$ cat config.mk
export PLATFORM = sky130hd
export DESIGN_NAME = link_test_top
export DESIGN_NICKNAME = d
export VERILOG_FILES = /design/src/rtl/link_test_pkg.sv /design/src/rtl/link_test_top.sv /design/src/rtl/prbs_error_monitor.sv /design/src/rtl/link_boot_sequencer.sv /design/src/rtl/ccb_cmd_decoder.sv
export VERILOG_INCLUDE_DIRS = /design/src /design/src/include
export SDC_FILE = /design/constraint.sdc
export NUM_CORES = 1
export LEC_CHECK = 0
export ABC_AREA = 1
export BUFFER_PORTS_ARGS = -buffer_cell sky130_fd_sc_hd__clkbuf_2
export CORE_ASPECT_RATIO = 1.25
export CORE_UTILIZATION = 40
export CTS_CLUSTER_SIZE = 20
export DETAILED_ROUTE_END_ITERATION = 6
export REMOVE_ABC_BUFFERS = 1
export SYNTH_ARGS = -nofsm -noshare
export SYNTH_HDL_FRONTEND = slang
export SYNTH_SLANG_ARGS = --single-unit
$ cat constraint.sdc
create_clock -name clk40 -period 2.1 [get_ports clk40]
set_clock_uncertainty 0.2 [all_clocks]
set_input_delay 0.525 -clock clk40 [delete_from_list [all_inputs] [get_ports clk40]]
set_output_delay 0.525 -clock clk40 [all_outputs]
set_load 0.05 [all_outputs]
$ cat src/include/link_test_defines.svh
`ifndef LINK_TEST_DEFINES_SVH
`define LINK_TEST_DEFINES_SVH

//////////////////////////////////////////////////////////////////////
// Lane layout of the fiber board
//////////////////////////////////////////////////////////////////////

// Eight fiber lanes in total
`define LANE_COUNT          8
// Error counters sit on the upper four lanes only
`define ERR_CNT_FIRST_LANE  4
`define ERR_CNT_LANES       4

// CCB command codes, already inverted to active high
`define CMD_BX0             6'h01
`define CMD_RESYNC          6'h03
`define CMD_BXRESET         6'h32

//////////////////////////////////////////////////////////////////////
// Boot step thresholds, in clk40 cycles
//////////////////////////////////////////////////////////////////////

`define TX_WAIT_CYCLES      20
`define RX_WAIT_CYCLES      40
// Cumulative across the three injection steps
`define INJECT_END_CYCLES   140
`define RESET_END_CYCLES    160
`define CLEAR_END_CYCLES    180

`endif
$ cat src/rtl/link_test_pkg.sv
`default_nettype none

package link_test_pkg;

    `include "link_test_defines.svh"

    // One bit per fiber lane
    typedef logic [`LANE_COUNT-1:0] lane_vec_t;
    // CCB command field
    typedef logic [5:0] ccb_cmd_t;
    // Boot step counter, wide enough for the last threshold
    typedef logic [7:0] boot_cnt_t;
    // Saturating per-lane error count
    typedef logic [1:0] err_cnt_t;
    // Front-panel LED bank
    typedef logic [7:0] led_t;

    // Boot sequencer states, codes 0 to 8 in boot order
    typedef enum logic [3:0] {
        RESET             = 4'd0,
        EN_TX             = 4'd1,
        EN_TX_DONE        = 4'd2,
        EN_RX             = 4'd3,
        EN_RX_DONE        = 4'd4,
        PRBS_INJECT       = 4'd5,
        PRBS_INJECT_DONE  = 4'd6,
        PRBS_INJECT_CLEAR = 4'd7,
        EN_PRBS_CK        = 4'd8
    } boot_state_t;

endpackage

`default_nettype wire

$ cat src/rtl/link_test_top.sv
`default_nettype none

module link_test_top (
    input  wire                           clk40,
    input  wire                           PRBS_reset,
    input  wire link_test_pkg::ccb_cmd_t  ccb_cmd_n_i,
    input  wire                           ccb_strobe_n_i,
    input  wire                           inject_i,
    input  wire link_test_pkg::lane_vec_t tx_reset_done_i,
    input  wire link_test_pkg::lane_vec_t rx_reset_done_i,
    input  wire link_test_pkg::lane_vec_t prbs_error_i,
    output wire link_test_pkg::lane_vec_t tx_reset_o,
    output wire link_test_pkg::lane_vec_t rx_reset_o,
    output wire                           error_inject_o,
    output wire                           prbs_cnt_reset_o,
    output wire link_test_pkg::led_t      led_o,
    output wire link_test_pkg::boot_state_t state_o
);

    // Decoded CCB command pulses
    wire bx0;
    wire resync;
    wire bxreset;
    // Clear strobes from the sequencer to the monitor
    wire err_clear;
    wire latch_clear;

    ccb_cmd_decoder ccb_cmd_decoder_inst (
        .clk40          (clk40),
        .PRBS_reset     (PRBS_reset),
        .ccb_cmd_n_i    (ccb_cmd_n_i),
        .ccb_strobe_n_i (ccb_strobe_n_i),
        .bx0_o          (bx0),
        .resync_o       (resync),
        .bxreset_o      (bxreset)
    );

    link_boot_sequencer link_boot_sequencer_inst (
        .clk40           (clk40),
        .PRBS_reset      (PRBS_reset),
        .bx0_i           (bx0),
        .resync_i        (resync),
        .bxreset_i       (bxreset),
        .inject_i        (inject_i),
        .tx_reset_done_i (tx_reset_done_i),
        .rx_reset_done_i (rx_reset_done_i),
        .state_o         (state_o),
        .tx_reset_o      (tx_reset_o),
        .rx_reset_o      (rx_reset_o),
        .error_inject_o  (error_inject_o),
        .err_clear_o     (err_clear),
        .latch_clear_o   (latch_clear)
    );

    // Transceiver PRBS counters reset together with the latches
    assign prbs_cnt_reset_o = latch_clear;

    prbs_error_monitor prbs_error_monitor_inst (
        .clk40         (clk40),
        .PRBS_reset    (PRBS_reset),
        .prbs_error_i  (prbs_error_i),
        .state_i       (state_o),
        .err_clear_i   (err_clear),
        .latch_clear_i (latch_clear),
        .led_o         (led_o)
    );

endmodule

`default_nettype wire

$ cat src/rtl/prbs_error_monitor.sv
`default_nettype none

`include "link_test_defines.svh"

module prbs_error_monitor (
    input  wire                             clk40,
    input  wire                             PRBS_reset,
    input  wire link_test_pkg::lane_vec_t   prbs_error_i,
    input  wire link_test_pkg::boot_state_t state_i,
    input  wire                             err_clear_i,
    input  wire                             latch_clear_i,
    output link_test_pkg::led_t             led_o
);

    import link_test_pkg::*;

    // Sticky error flag per lane
    lane_vec_t latch_q;
    // Saturating counts, index 0 is lane ERR_CNT_FIRST_LANE
    err_cnt_t  cnt_q [`ERR_CNT_LANES];

    //////////////////////////////////////////////////////////////////////
    // Error latches and counters
    //////////////////////////////////////////////////////////////////////

    always_ff @(posedge clk40 or posedge PRBS_reset) begin
        if (PRBS_reset) begin
            latch_q <= '0;
        end else if (latch_clear_i) begin
            latch_q <= '0;
        end else begin
            latch_q <= latch_q | prbs_error_i;
        end
    end

    for (genvar g = 0; g < `ERR_CNT_LANES; g++) begin : g_err_cnt
        // Clear wins over a same-cycle error
        always_ff @(posedge clk40 or posedge PRBS_reset) begin
            if (PRBS_reset) begin
                cnt_q[g] <= '0;
            end else if (err_clear_i) begin
                cnt_q[g] <= '0;
            end else if (prbs_error_i[`ERR_CNT_FIRST_LANE + g] && (cnt_q[g] != '1)) begin
                cnt_q[g] <= cnt_q[g] + err_cnt_t'(1);
            end
        end

        // Count only holds, steps up by one, or drops on a clear
        a_cnt_step: assert property (@(posedge clk40) disable iff (PRBS_reset)
            !$past(err_clear_i) |->
                ((cnt_q[g] == $past(cnt_q[g])) ||
                 ({1'b0, cnt_q[g]} == {1'b0, $past(cnt_q[g])} + 3'd1)));
    end

    //////////////////////////////////////////////////////////////////////
    // Front-panel pattern
    //////////////////////////////////////////////////////////////////////

    always_comb begin
        led_o = '0;
        case (state_i)
            RESET:             led_o = 8'h10;
            EN_TX:             led_o = 8'h20;
            EN_TX_DONE:        led_o = 8'h30;
            EN_RX:             led_o = 8'h40;
            EN_RX_DONE:        led_o = 8'h50;
            // Lower nibble shows lanes 7 to 4
            PRBS_INJECT:       led_o = {4'h6, latch_q[7:4]};
            PRBS_INJECT_DONE:  led_o = {4'h8, latch_q[7:4]};
            PRBS_INJECT_CLEAR: led_o = {4'h7, latch_q[7:4]};
            // One LED pair per counter, lane 4 on top
            EN_PRBS_CK: begin
                for (int i = 0; i < `ERR_CNT_LANES; i++) begin
                    led_o[7 - 2*i -: 2] = cnt_q[i];
                end
            end
            default:           led_o = '0;
        endcase
    end

endmodule

`default_nettype wire

$ cat src/rtl/link_boot_sequencer.sv
`default_nettype none

`include "link_test_defines.svh"

module link_boot_sequencer (
    input  wire                           clk40,
    input  wire                           PRBS_reset,
    input  wire                           bx0_i,
    input  wire                           resync_i,
    input  wire                           bxreset_i,
    input  wire                           inject_i,
    input  wire link_test_pkg::lane_vec_t tx_reset_done_i,
    input  wire link_test_pkg::lane_vec_t rx_reset_done_i,
    output link_test_pkg::boot_state_t    state_o,
    output link_test_pkg::lane_vec_t      tx_reset_o,
    output link_test_pkg::lane_vec_t      rx_reset_o,
    output logic                          error_inject_o,
    output logic                          err_clear_o,
    output logic                          latch_clear_o
);

    import link_test_pkg::*;

    boot_state_t state_q;
    boot_state_t state_d;
    boot_cnt_t   cnt_q;
    // Counter runs in the timed steps only
    logic        cnt_run;

    //////////////////////////////////////////////////////////////////////
    // Next state
    //////////////////////////////////////////////////////////////////////

    always_comb begin
        state_d = state_q;
        case (state_q)
            RESET: begin
                state_d = EN_TX;
            end
            EN_TX: begin
                if (cnt_q >= boot_cnt_t'(`TX_WAIT_CYCLES)) begin
                    state_d = EN_TX_DONE;
                end
            end
            // Wait for every transmitter to report done
            EN_TX_DONE: begin
                if (&tx_reset_done_i) begin
                    state_d = EN_RX;
                end
            end
            EN_RX: begin
                if (cnt_q >= boot_cnt_t'(`RX_WAIT_CYCLES)) begin
                    state_d = EN_RX_DONE;
                end
            end
            EN_RX_DONE: begin
                if (&rx_reset_done_i) begin
                    state_d = PRBS_INJECT;
                end
            end
            // Injection thresholds count on from zero across three steps
            PRBS_INJECT: begin
                if (cnt_q >= boot_cnt_t'(`INJECT_END_CYCLES)) begin
                    state_d = PRBS_INJECT_DONE;
                end
            end
            PRBS_INJECT_DONE: begin
                if (cnt_q >= boot_cnt_t'(`RESET_END_CYCLES)) begin
                    state_d = PRBS_INJECT_CLEAR;
                end
            end
            PRBS_INJECT_CLEAR: begin
                if (cnt_q >= boot_cnt_t'(`CLEAR_END_CYCLES)) begin
                    state_d = EN_PRBS_CK;
                end
            end
            // Checking is terminal until a resync
            EN_PRBS_CK: begin
                state_d = EN_PRBS_CK;
            end
            default: begin
                state_d = RESET;
            end
        endcase
        // Resync restarts the whole boot from any state
        if (resync_i) begin
            state_d = RESET;
        end
    end

    assign cnt_run = (state_q inside {EN_TX, EN_RX, PRBS_INJECT,
                                      PRBS_INJECT_DONE, PRBS_INJECT_CLEAR});

    // State register and step counter
    always_ff @(posedge clk40 or posedge PRBS_reset) begin
        if (PRBS_reset) begin
            state_q <= RESET;
            cnt_q   <= '0;
        end else begin
            state_q <= state_d;
            cnt_q   <= cnt_run ? cnt_q + boot_cnt_t'(1) : '0;
        end
    end

    //////////////////////////////////////////////////////////////////////
    // Control outputs
    //////////////////////////////////////////////////////////////////////

    assign state_o    = state_q;
    assign tx_reset_o = (state_q == RESET) ? '1 : '0;
    // Receivers stay in reset until the transmitter step is through
    assign rx_reset_o = (state_q inside {RESET, EN_TX, EN_TX_DONE}) ? '1 : '0;

    always_comb begin
        error_inject_o = 1'b0;
        err_clear_o    = 1'b1;
        latch_clear_o  = 1'b0;
        case (state_q)
            EN_RX_DONE, PRBS_INJECT: begin
                error_inject_o = 1'b1;
            end
            // Clear the latches and PRBS counters at the end of injection
            PRBS_INJECT_DONE: begin
                error_inject_o = 1'b1;
                latch_clear_o  = 1'b1;
            end
            // Live check, commands and the inject pin take over
            EN_PRBS_CK: begin
                error_inject_o = inject_i | bx0_i;
                err_clear_o    = bxreset_i;
                latch_clear_o  = bxreset_i;
            end
            default: begin
                error_inject_o = 1'b0;
            end
        endcase
    end

    a_tx_reset_whole: assert property (@(posedge clk40) disable iff (PRBS_reset)
        (tx_reset_o == '0) || (tx_reset_o == '1));
    a_rx_reset_whole: assert property (@(posedge clk40) disable iff (PRBS_reset)
        (rx_reset_o == '0) || (rx_reset_o == '1));

    // Receivers come out of reset only after all transmitters were done
    a_rx_after_tx: assert property (@(posedge clk40) disable iff (PRBS_reset)
        $fell(rx_reset_o[0]) |-> ($past(&tx_reset_done_i) && !tx_reset_o[0]));

endmodule

`default_nettype wire

$ cat src/rtl/ccb_cmd_decoder.sv
`default_nettype none

`include "link_test_defines.svh"

module ccb_cmd_decoder (
    input  wire                      clk40,
    input  wire                      PRBS_reset,
    input  wire link_test_pkg::ccb_cmd_t ccb_cmd_n_i,
    input  wire                      ccb_strobe_n_i,
    output logic                     bx0_o,
    output logic                     resync_o,
    output logic                     bxreset_o
);

    import link_test_pkg::*;

    // First stage, inverted copy of the CCB pins
    ccb_cmd_t cmd_q;
    logic     strobe_q;

    // Input register
    // Bus idles high, so reset loads the idle (inverted) value
    always_ff @(posedge clk40 or posedge PRBS_reset) begin
        if (PRBS_reset) begin
            cmd_q    <= '0;
            strobe_q <= 1'b0;
        end else begin
            cmd_q    <= ~ccb_cmd_n_i;
            strobe_q <= ~ccb_strobe_n_i;
        end
    end

    // Second stage, registered command pulses
    // Only a valid strobe qualifies a compare
    always_ff @(posedge clk40 or posedge PRBS_reset) begin
        if (PRBS_reset) begin
            bx0_o     <= 1'b0;
            resync_o  <= 1'b0;
            bxreset_o <= 1'b0;
        end else begin
            bx0_o     <= strobe_q && (cmd_q == `CMD_BX0);
            resync_o  <= strobe_q && (cmd_q == `CMD_RESYNC);
            bxreset_o <= strobe_q && (cmd_q == `CMD_BXRESET);
        end
    end

    // Downstream logic expects at most one command per cycle
    a_single_cmd: assert property (@(posedge clk40) disable iff (PRBS_reset)
        $onehot0({bx0_o, resync_o, bxreset_o}));

endmodule

`default_nettype wire

==> results of run 1 <==
[Yosys cell counts, types with 2 or more instances]
| cell type | count | area, sq um |
|---|---|---|
| buf_6 | 2 | 22.52 |
| dfrtp_1 | 34 | 850.8 |
| nor2_1 | 48 | 180.2 |
| nand4_1 | 2 | 12.51 |
| nand2_2 | 5 | 31.28 |
| o21ai_2 | 3 | 26.28 |
| buf_4 | 14 | 105.1 |
| nand3_2 | 2 | 20.02 |
| o21ai_0 | 2 | 10.01 |
| a21oi_2 | 4 | 35.03 |
| nor2_2 | 4 | 25.02 |
| ha_1 | 6 | 75.07 |
| nand3_1 | 16 | 80.08 |
| a21oi_1 | 11 | 55.05 |
| nand2_1 | 66 | 247.7 |
| nor3_1 | 4 | 20.02 |
| inv_2 | 5 | 18.77 |
| xor2_1 | 5 | 43.79 |
| or2_2 | 2 | 12.51 |
| nor2_4 | 4 | 45.04 |
| o21ai_1 | 2 | 10.01 |
| inv_1 | 37 | 138.9 |
[final cells by class]
class                      instances  area [sq um]  area share (%)
clock buffer                       6         82.58           2.631
clock inverter                     2         12.51          0.3986
inverter                          43         167.7           5.341
multi-input combinational        193          1076           34.28
sequential                        34         854.6           27.22
tap                               62         77.57           2.471
timing repair buffer              90         868.3           27.66
[sequential cells by signal, summed over array words and instances (netlist names)]
| register | flops |
|---|---|
| ccb_cmd_decoder_inst.bx0_o | 1 |
| ccb_cmd_decoder_inst.bxreset_o | 1 |
| ccb_cmd_decoder_inst.cmd_q | 6 |
| ccb_cmd_decoder_inst.resync_o | 1 |
| ccb_cmd_decoder_inst.strobe_q | 1 |
| link_boot_sequencer_inst.cnt_q | 8 |
| link_boot_sequencer_inst.state_o | 4 |
| prbs_error_monitor_inst.cnt_q | 8 |
| prbs_error_monitor_inst.latch_q | 4 |
[timing repair]
action	CTS	global route
pin swaps	9	8
setup endpoints to repair	26	26
resized for setup	74	35
buffers inserted	7	3
endpoints found under the hold margin	0	0
[power by group]
group	internal [mW]	leakage (nW)	total, mW	switching [mW]
clock network	0.263	0.0472	0.501	0.237
registers	0.753	0.430	0.860	0.107
logic	1.60	1.15	3.88	2.28
total	2.62	1.62	5.24	2.62
[stage by stage]
| step | power, mW | hold slack, ns | cells | TNS (ns) | worst slack, ns |
|---|---|---|---|---|---|
| CTS | 5.001 | 0.1187 | 427 | -2.745 | -0.1605 |
| floorplan | 2.497 | 0.2094 | 270 | -58.12 | -4.528 |
| global placement | 3.616 | 0.2248 | 412 | -0.2887 | -0.06324 |
| global route | 5.554 | 0.1375 | 430 | -5.433 | -0.2898 |
| finish | 5.240 | 0.1034 | 430 | -3.409 | -0.2049 |
| detailed placement | 3.632 | 0.2239 | 412 | -0.4357 | -0.08674 |
[routing by layer]
metal,routed length (um),up-vias,GRT usage (%),part of all wire (%)
met5,0,-,0,0
met4,24,0,5.416,0.49
met3,114,4,3.689,2.3
met2,2748,44,34.55,56
met1,1994,911,22.40,41
li1,-,1034,-,-
[worst min-delay path, cell delays in order]
cell and delay [ns]:
clkbuf_2 0.08, inv_1 0.04, buf_4 0.38
[worst paths after layout]
| kind | from | end | slack (ns) |
|---|---|---|---|
| max reg2reg | link_boot_sequencer_inst.state_o[2] | link_boot_sequencer_inst.state_o[1] | 0.31 |
| min reg2reg | ccb_cmd_decoder_inst.cmd_q[0] | ccb_cmd_decoder_inst.bxreset_o | 0.24 |
| max in group asynchronous | PRBS_reset | link_boot_sequencer_inst.state_o[1] | 1.26 |
| max | link_boot_sequencer_inst.state_o[2] | led_o[5] | -0.20 |
| min in group clk40 | ccb_cmd_n_i[1] | ccb_cmd_decoder_inst.cmd_q[1] | 0.18 |
| min | PRBS_reset | prbs_error_monitor_inst.latch_q[4] | 0.10 |
[placed cells by master, fill, tap and decap left out, types with 4 or more instances in the layout]
master,Yosys,routed
a21oi_2,4,8
nor2_1,48,46
ha_1,6,6
nor3_1,4,4
nand3_1,16,16
o21ai_2,3,4
dfrtp_1,34,31
clkbuf_8,0,10
buf_8,0,8
xor2_1,5,5
buf_4,14,26
buf_6,2,10
nor2_2,4,6
clkbuf_16,0,8
inv_1,37,34
nand2_1,66,61
nor2_4,4,4
nand2_2,5,9
clkbuf_2,0,33
a21oi_1,11,6
inv_2,5,6
[cells by family after synthesis]
kind of cell,count (synthesis),share of synthesized area (%)
adder cells (fa/ha/maj),6,3.523
AO/OA/AOI/OAI,26,7.810
AND/OR/NAND/NOR,155,32.41
buffers and inverters,60,13.86
XOR/XNOR,6,2.466
flip-flops,34,39.93
==> out/metrics.cfg, run 1 <==
[final_layout]
final_area_sq_um=3139
diodes=0
utilization_pct=61.36
fin_nets=407
n_fill_cell=434
area_growth_pct=47.33
post_route_cells_drive_above_1_share_pct=40.76

[worst_setup_path]
path_depth=7
endpoint_kind=output pin
crit_chain=buf_6 > nor2_4 > nand2_2 > o21ai_2 > a22oi_1 > nor2_1 > clkbuf_8
cp_top_family=flip-flops
slowest_delay_ns=0.41
path_max_fanout=4
required_ns=1.37
crit_buf_inv=2
critPathKind=reg2out
start_kind=register
slowest_stage=dfrtp_1
worstPathArrival_ns=1.58
rr_worst_depth=12

[routing]
wl_mm=4.881
first_pass_iters=4
ant_nets=0
drtIter0Drc=82
wl_per_cell_um=11.35
vias=1993
vias_per_cell=4.635
drc_errors=0

[cts]
cts_hold_buf=0
cts_tree=built
cts_sinks=34
cts_inserted_buffers=5
clk_pin_slew_worst_paths_ns=0.07
clockRootBuffer=clkbuf_8
clk_latency_ns=0.28
clockBufferDepth=2
htreeDepth=2

[placed_design]
port_buffers=59
place_hpwl_mm=3.416
place_congestion=0.7973
place_area_sq_um=2529

[die]
boundaryPins=64
rows=29
fp.dieH_um=83.60
dieArea_sq_um=5625
fp.coreArea_sq_um=5116
start_util_pct=41.65
die-width_um=67.28

[sta]
setup-violations-final=26
relSlewSlack_pct=70.64
timing_hold_violations_final=0
period_needed_ns=2.305
drv_slew=0
fin_ws_ns=-0.2049
tightest_slew_ns=0.4403
grt_setup_unrepaired=yes
final.period_utilization_pct=109.8
timing.fmax_mhz=433.9

[grt]
grt_pass1_vias=1921
grt_antenna_before_repair=0
grt_usage_pct=19.27
grt_pass1_wl_mm=8.355
gr-total-overflow=0
grt_max_degree=35

[yosys]
synth-seq-area-share_pct=39.93
synth-seq-cells=34
syn_inst=287
ys_async_sr_fraction_pct=100.0
yosysUniqueCellTypes=31
synth_edf_count=0
ys_warn_count=0
synth_area_sq_um=2131
synth-main-ff-cell=dfrtp_1
synth_area_per_cell_sq_um=7.424

[status]
status=finished, violations left
violations=negative setup slack

[pwr]
ir_drop_mv=0.7068
leakage_nw=1.625
power_density_nw_per_um2=1669

[run]
max-cap-violations=0

[hold_path]
min_path_type=in2async

(Power assumes the default switching activity.)
==> run 2: changes to the inputs <==
--- a/config.mk
+++ b/config.mk
@@ -15,4 +15,5 @@
 export REMOVE_ABC_BUFFERS = 1
 export SYNTH_ARGS = -nofsm -noshare
 export SYNTH_HDL_FRONTEND = slang
+export SYNTH_HIERARCHICAL = 1
 export SYNTH_SLANG_ARGS = --single-unit
==> run 2 against run 1 <==
The flow still finishes with violations (negative setup slack). Sequential cell count unchanged. Largest power group unchanged. Critical path type unchanged. Highest routed layer unchanged. Die area increased by 2.5%. Fmax increased by 3.8%. Clock power decreased by 3%.
==> out/metrics.cfg, run 2 <==
[status]
status=finished, violations left
violations=negative setup slack

[worst_setup_path]
required_ns=1.37  ; about the same
crit_buf_inv=3  ; +1
worstPathArrival_ns=1.50  ; -0.08 ns
critPathKind=reg2out
start_kind=register
endpoint_kind=output pin
crit_chain=buf_6 > nor2_4 > buf_4 > nand4_1 > nand3_2 > buf_8
slowest_delay_ns=0.44  ; +0.03 ns
slowest_stage=dfrtp_2
cp_top_family=flip-flops
path_max_fanout=4  ; unchanged

[yosys]
synth_top_family_by_area=simple AND/OR/NAND/NOR gates
synthSimpleGateAreaFrac_pct=35.66  ; +3.2 points
ys_async_sr_fraction_pct=100.0  ; unchanged
syn_inst=310  ; +8.0%
synth_top_area_share_pct=38.92  ; -1.0 points
synth-seq-area-share_pct=38.92  ; -1.0 points
yosysUniqueCellTypes=24  ; -23%
synth-main-ff-cell=dfrtp_1
synth_area_sq_um=2186  ; +2.6%
ys_top_cells_by_count=nand2_1, nor2_1, inv_1, dfrtp_1, nand3_1
yosysMostFrequentCell=nand2_1
synth_area_leaders=dfrtp_1, nand2_1, nor2_1, inv_1, nand3_1
synthMuxAreaShare_pct=0  ; unchanged
synth-seq-cells=34  ; unchanged
synth_edf_count=0  ; unchanged
synth_xor_area_share_pct=1.202  ; -1.3 points
ys_warn_count=6  ; +6
synthAdderAreaFrac_pct=3.434  ; -0.089 points
synth_area_leader_cell=dfrtp_1
synth_compound_area_share_pct=7.327  ; -0.48 points
synth_area_per_cell_sq_um=7.051  ; -5.0%

[grt]
grt_usage_pct=19.84  ; +0.57 points
gr-total-overflow=0  ; unchanged
grt_max_degree=13  ; -63%
grt_antenna_before_repair=0  ; unchanged
grt_pass1_wl_mm=8.749  ; +4.7%
grt_pass1_vias=2037  ; +6.0%

[die]
die-width_um=68.12  ; +1.2%
fp.dieH_um=84.65  ; +1.3%
start_util_pct=42.42  ; +0.78 points
dieArea_sq_um=5766  ; +2.5%
fp.coreArea_sq_um=5152  ; +0.71%
rows=29  ; unchanged
boundaryPins=64  ; unchanged

[placed_design]
dp_slack_ns=0.06824  ; +0.1550 ns
place_hpwl_mm=3.765  ; +10%
dp_cells=432  ; +4.9%
port_buffers=59  ; unchanged
place_congestion=0.8008  ; +0.44%

[pwr]
leakage_nw=1.646  ; +1.3%
power_density_nw_per_um2=1643  ; -1.6%
p_sw_share_pct=50.16  ; +0.068 points
switching_power_mw=2.648  ; +0.88%
power.total_mw=5.279  ; +0.74%
pwr-share-seq_pct=16.1  ; -0.3 points
p_clk_share_pct=9.2  ; -0.4 points
ir_drop_mv=0.6689  ; -5.4%
p_int_mw=2.631  ; +0.61%
p_comb_share_pct=74.7  ; +0.7 points

[final_layout]
layout_commonest_cell=nand2_1
final_cell_mix=nand2_1, nor2_1, inv_1
post_route_cells_drive_above_1_share_pct=36.62  ; -4.1 points
finalNonFillerCells=447  ; +4.0%
top_regs=link_boot_sequencer_inst/cnt_q (8), prbs_error_monitor_inst/cnt_q (8), ccb_cmd_decoder_inst/cmd_q (6)
area_growth_pct=46.99
diodes=0  ; unchanged
fin_nets=424  ; +4.2%

[sta]
timing.fmax_mhz=450.3  ; +3.8%
final.period_utilization_pct=105.8  ; -4.0 points
fin_ws_ns=-0.1209  ; +0.08395 ns
tightest_slew_ns=0.4819  ; +0.04153 ns
period_needed_ns=2.221  ; -0.08395 ns
timing_hold_violations_final=0  ; unchanged
relSlewSlack_pct=67.84  ; -2.8 points
setup-violations-final=18  ; -31%
fin_hold_ws_ns=0.01661  ; -0.08680 ns
drv_slew=0  ; unchanged
grt_setup_unrepaired=yes

[routing]
drtIter0Drc=72  ; -12%
first_pass_iters=4  ; unchanged
ant_nets=0  ; unchanged
vias=2097  ; +5.2%
drc_errors=0  ; unchanged
vias_per_cell=4.691  ; +1.2%
wl_per_cell_um=11.54  ; +1.6%
wl_mm=5.157  ; +5.7%

[cts]
clk_latency_ns=0.28  ; about the same
clockBufferDepth=2  ; unchanged
cts_hold_buf=0  ; unchanged
clockRootBuffer=clkbuf_8
htreeDepth=2  ; unchanged
cts_tree=built
cts_sinks=34  ; unchanged
cts_inserted_buffers=5  ; unchanged
clk_pin_slew_worst_paths_ns=0.07  ; about the same

[run]
max-cap-violations=0  ; unchanged

[hold_path]
min_path_type=in2async

-- run 2: cell count changes after synthesis, moves of 3 or more --
cell and delta:
nand2_1 +12, nand3_1 +12, nand4_1 +5, o21ai_0 +5
nor2_2 +4, nor2_4 -4, a21oi_1 -3, inv_2 +3
o21ai_2 -3
-- run 2: worst paths after layout --
| check | slack (ns) | start | cells past startpoint | end |
|---|---|---|---|---|
| hold reg to reg | 0.29 | ccb_cmd_decoder_inst/cmd_q[3] | 3 | ccb_cmd_decoder_inst/bx0_o |
| setup reg to reg | 0.36 | link_boot_sequencer_inst/state_o[1] | 10 | link_boot_sequencer_inst/state_o[1] |
| setup / recovery | -0.12 | link_boot_sequencer_inst/state_o[1] | 6 | led_o[5] |
| max in group asynchronous | 1.28 | PRBS_reset | 2 | link_boot_sequencer_inst/state_o[1] |
| hold / removal | 0.02 | PRBS_reset | 2 | ccb_cmd_decoder_inst/bxreset_o |
| min in group clk40 | 0.19 | ccb_cmd_n_i[5] | 2 | ccb_cmd_decoder_inst/cmd_q[5] |
-- run 2: routing by layer --
metal / vias up / GRT usage, % / part of all wire, %
met5: - / 0 / 0
met4: 0 / 6.250 / 1.7
met3: 9 / 3.804 / 3.5
met2: 49 / 35.20 / 53
met1: 932 / 23.10 / 42
li1: 1107 / - / -
-- run 2: power by group through the flow --
| stage | clock [mW] | combinational [mW] | sequential (mW) |
|---|---|---|---|
| 3_5_place_dp | 0 | 2.75 | 0.850 |
| 6_report | 0.484 | 3.95 | 0.849 |
| 3_3_place_gp | 0 | 2.73 | 0.849 |
| 5_1_grt | 0.542 | 4.18 | 0.862 |
| 4_1_cts | 0.507 | 3.61 | 0.845 |
| 2_1_floorplan | 0 | 1.59 | 0.974 |
-- run 2: cell families (layout without fill, tap and decap cells) --
family	count (synthesis)	after routing
flops	34	34
xor+xnor	3	3
fa+ha+maj	6	6
buf+inv	63	138
compound gates	24	24
simple gates	180	180
-- run 2: timing repair --
action | CTS | global route
buffers inserted | 3 | 4
resized for setup | 89 | 33
setup endpoints to repair | 26 | 26
pin swaps | 11 | 4
-- run 2: layout make-up --
cell class / count / area (sq um)
multi-input cells: 213 / 1132
inverters: 47 / 193.9
fillers: 450 / 1939
well taps: 62 / 77.57
flip-flops and latches: 34 / 853.3
clock inverters: 2 / 12.51
clock buffers: 6 / 82.58
repair buffers: 83 / 860.8
-- run 2: metrics by stage --
step	utilization (%)	area, sq um	setup TNS, ns
finish	62.36	3213	-0.8507
global placement	49.85	2569	0
global route	62.36	3213	-1.855
floorplan	-	2068	-55.31
detailed placement	49.85	2569	0
CTS	60.25	3104	-0.9932
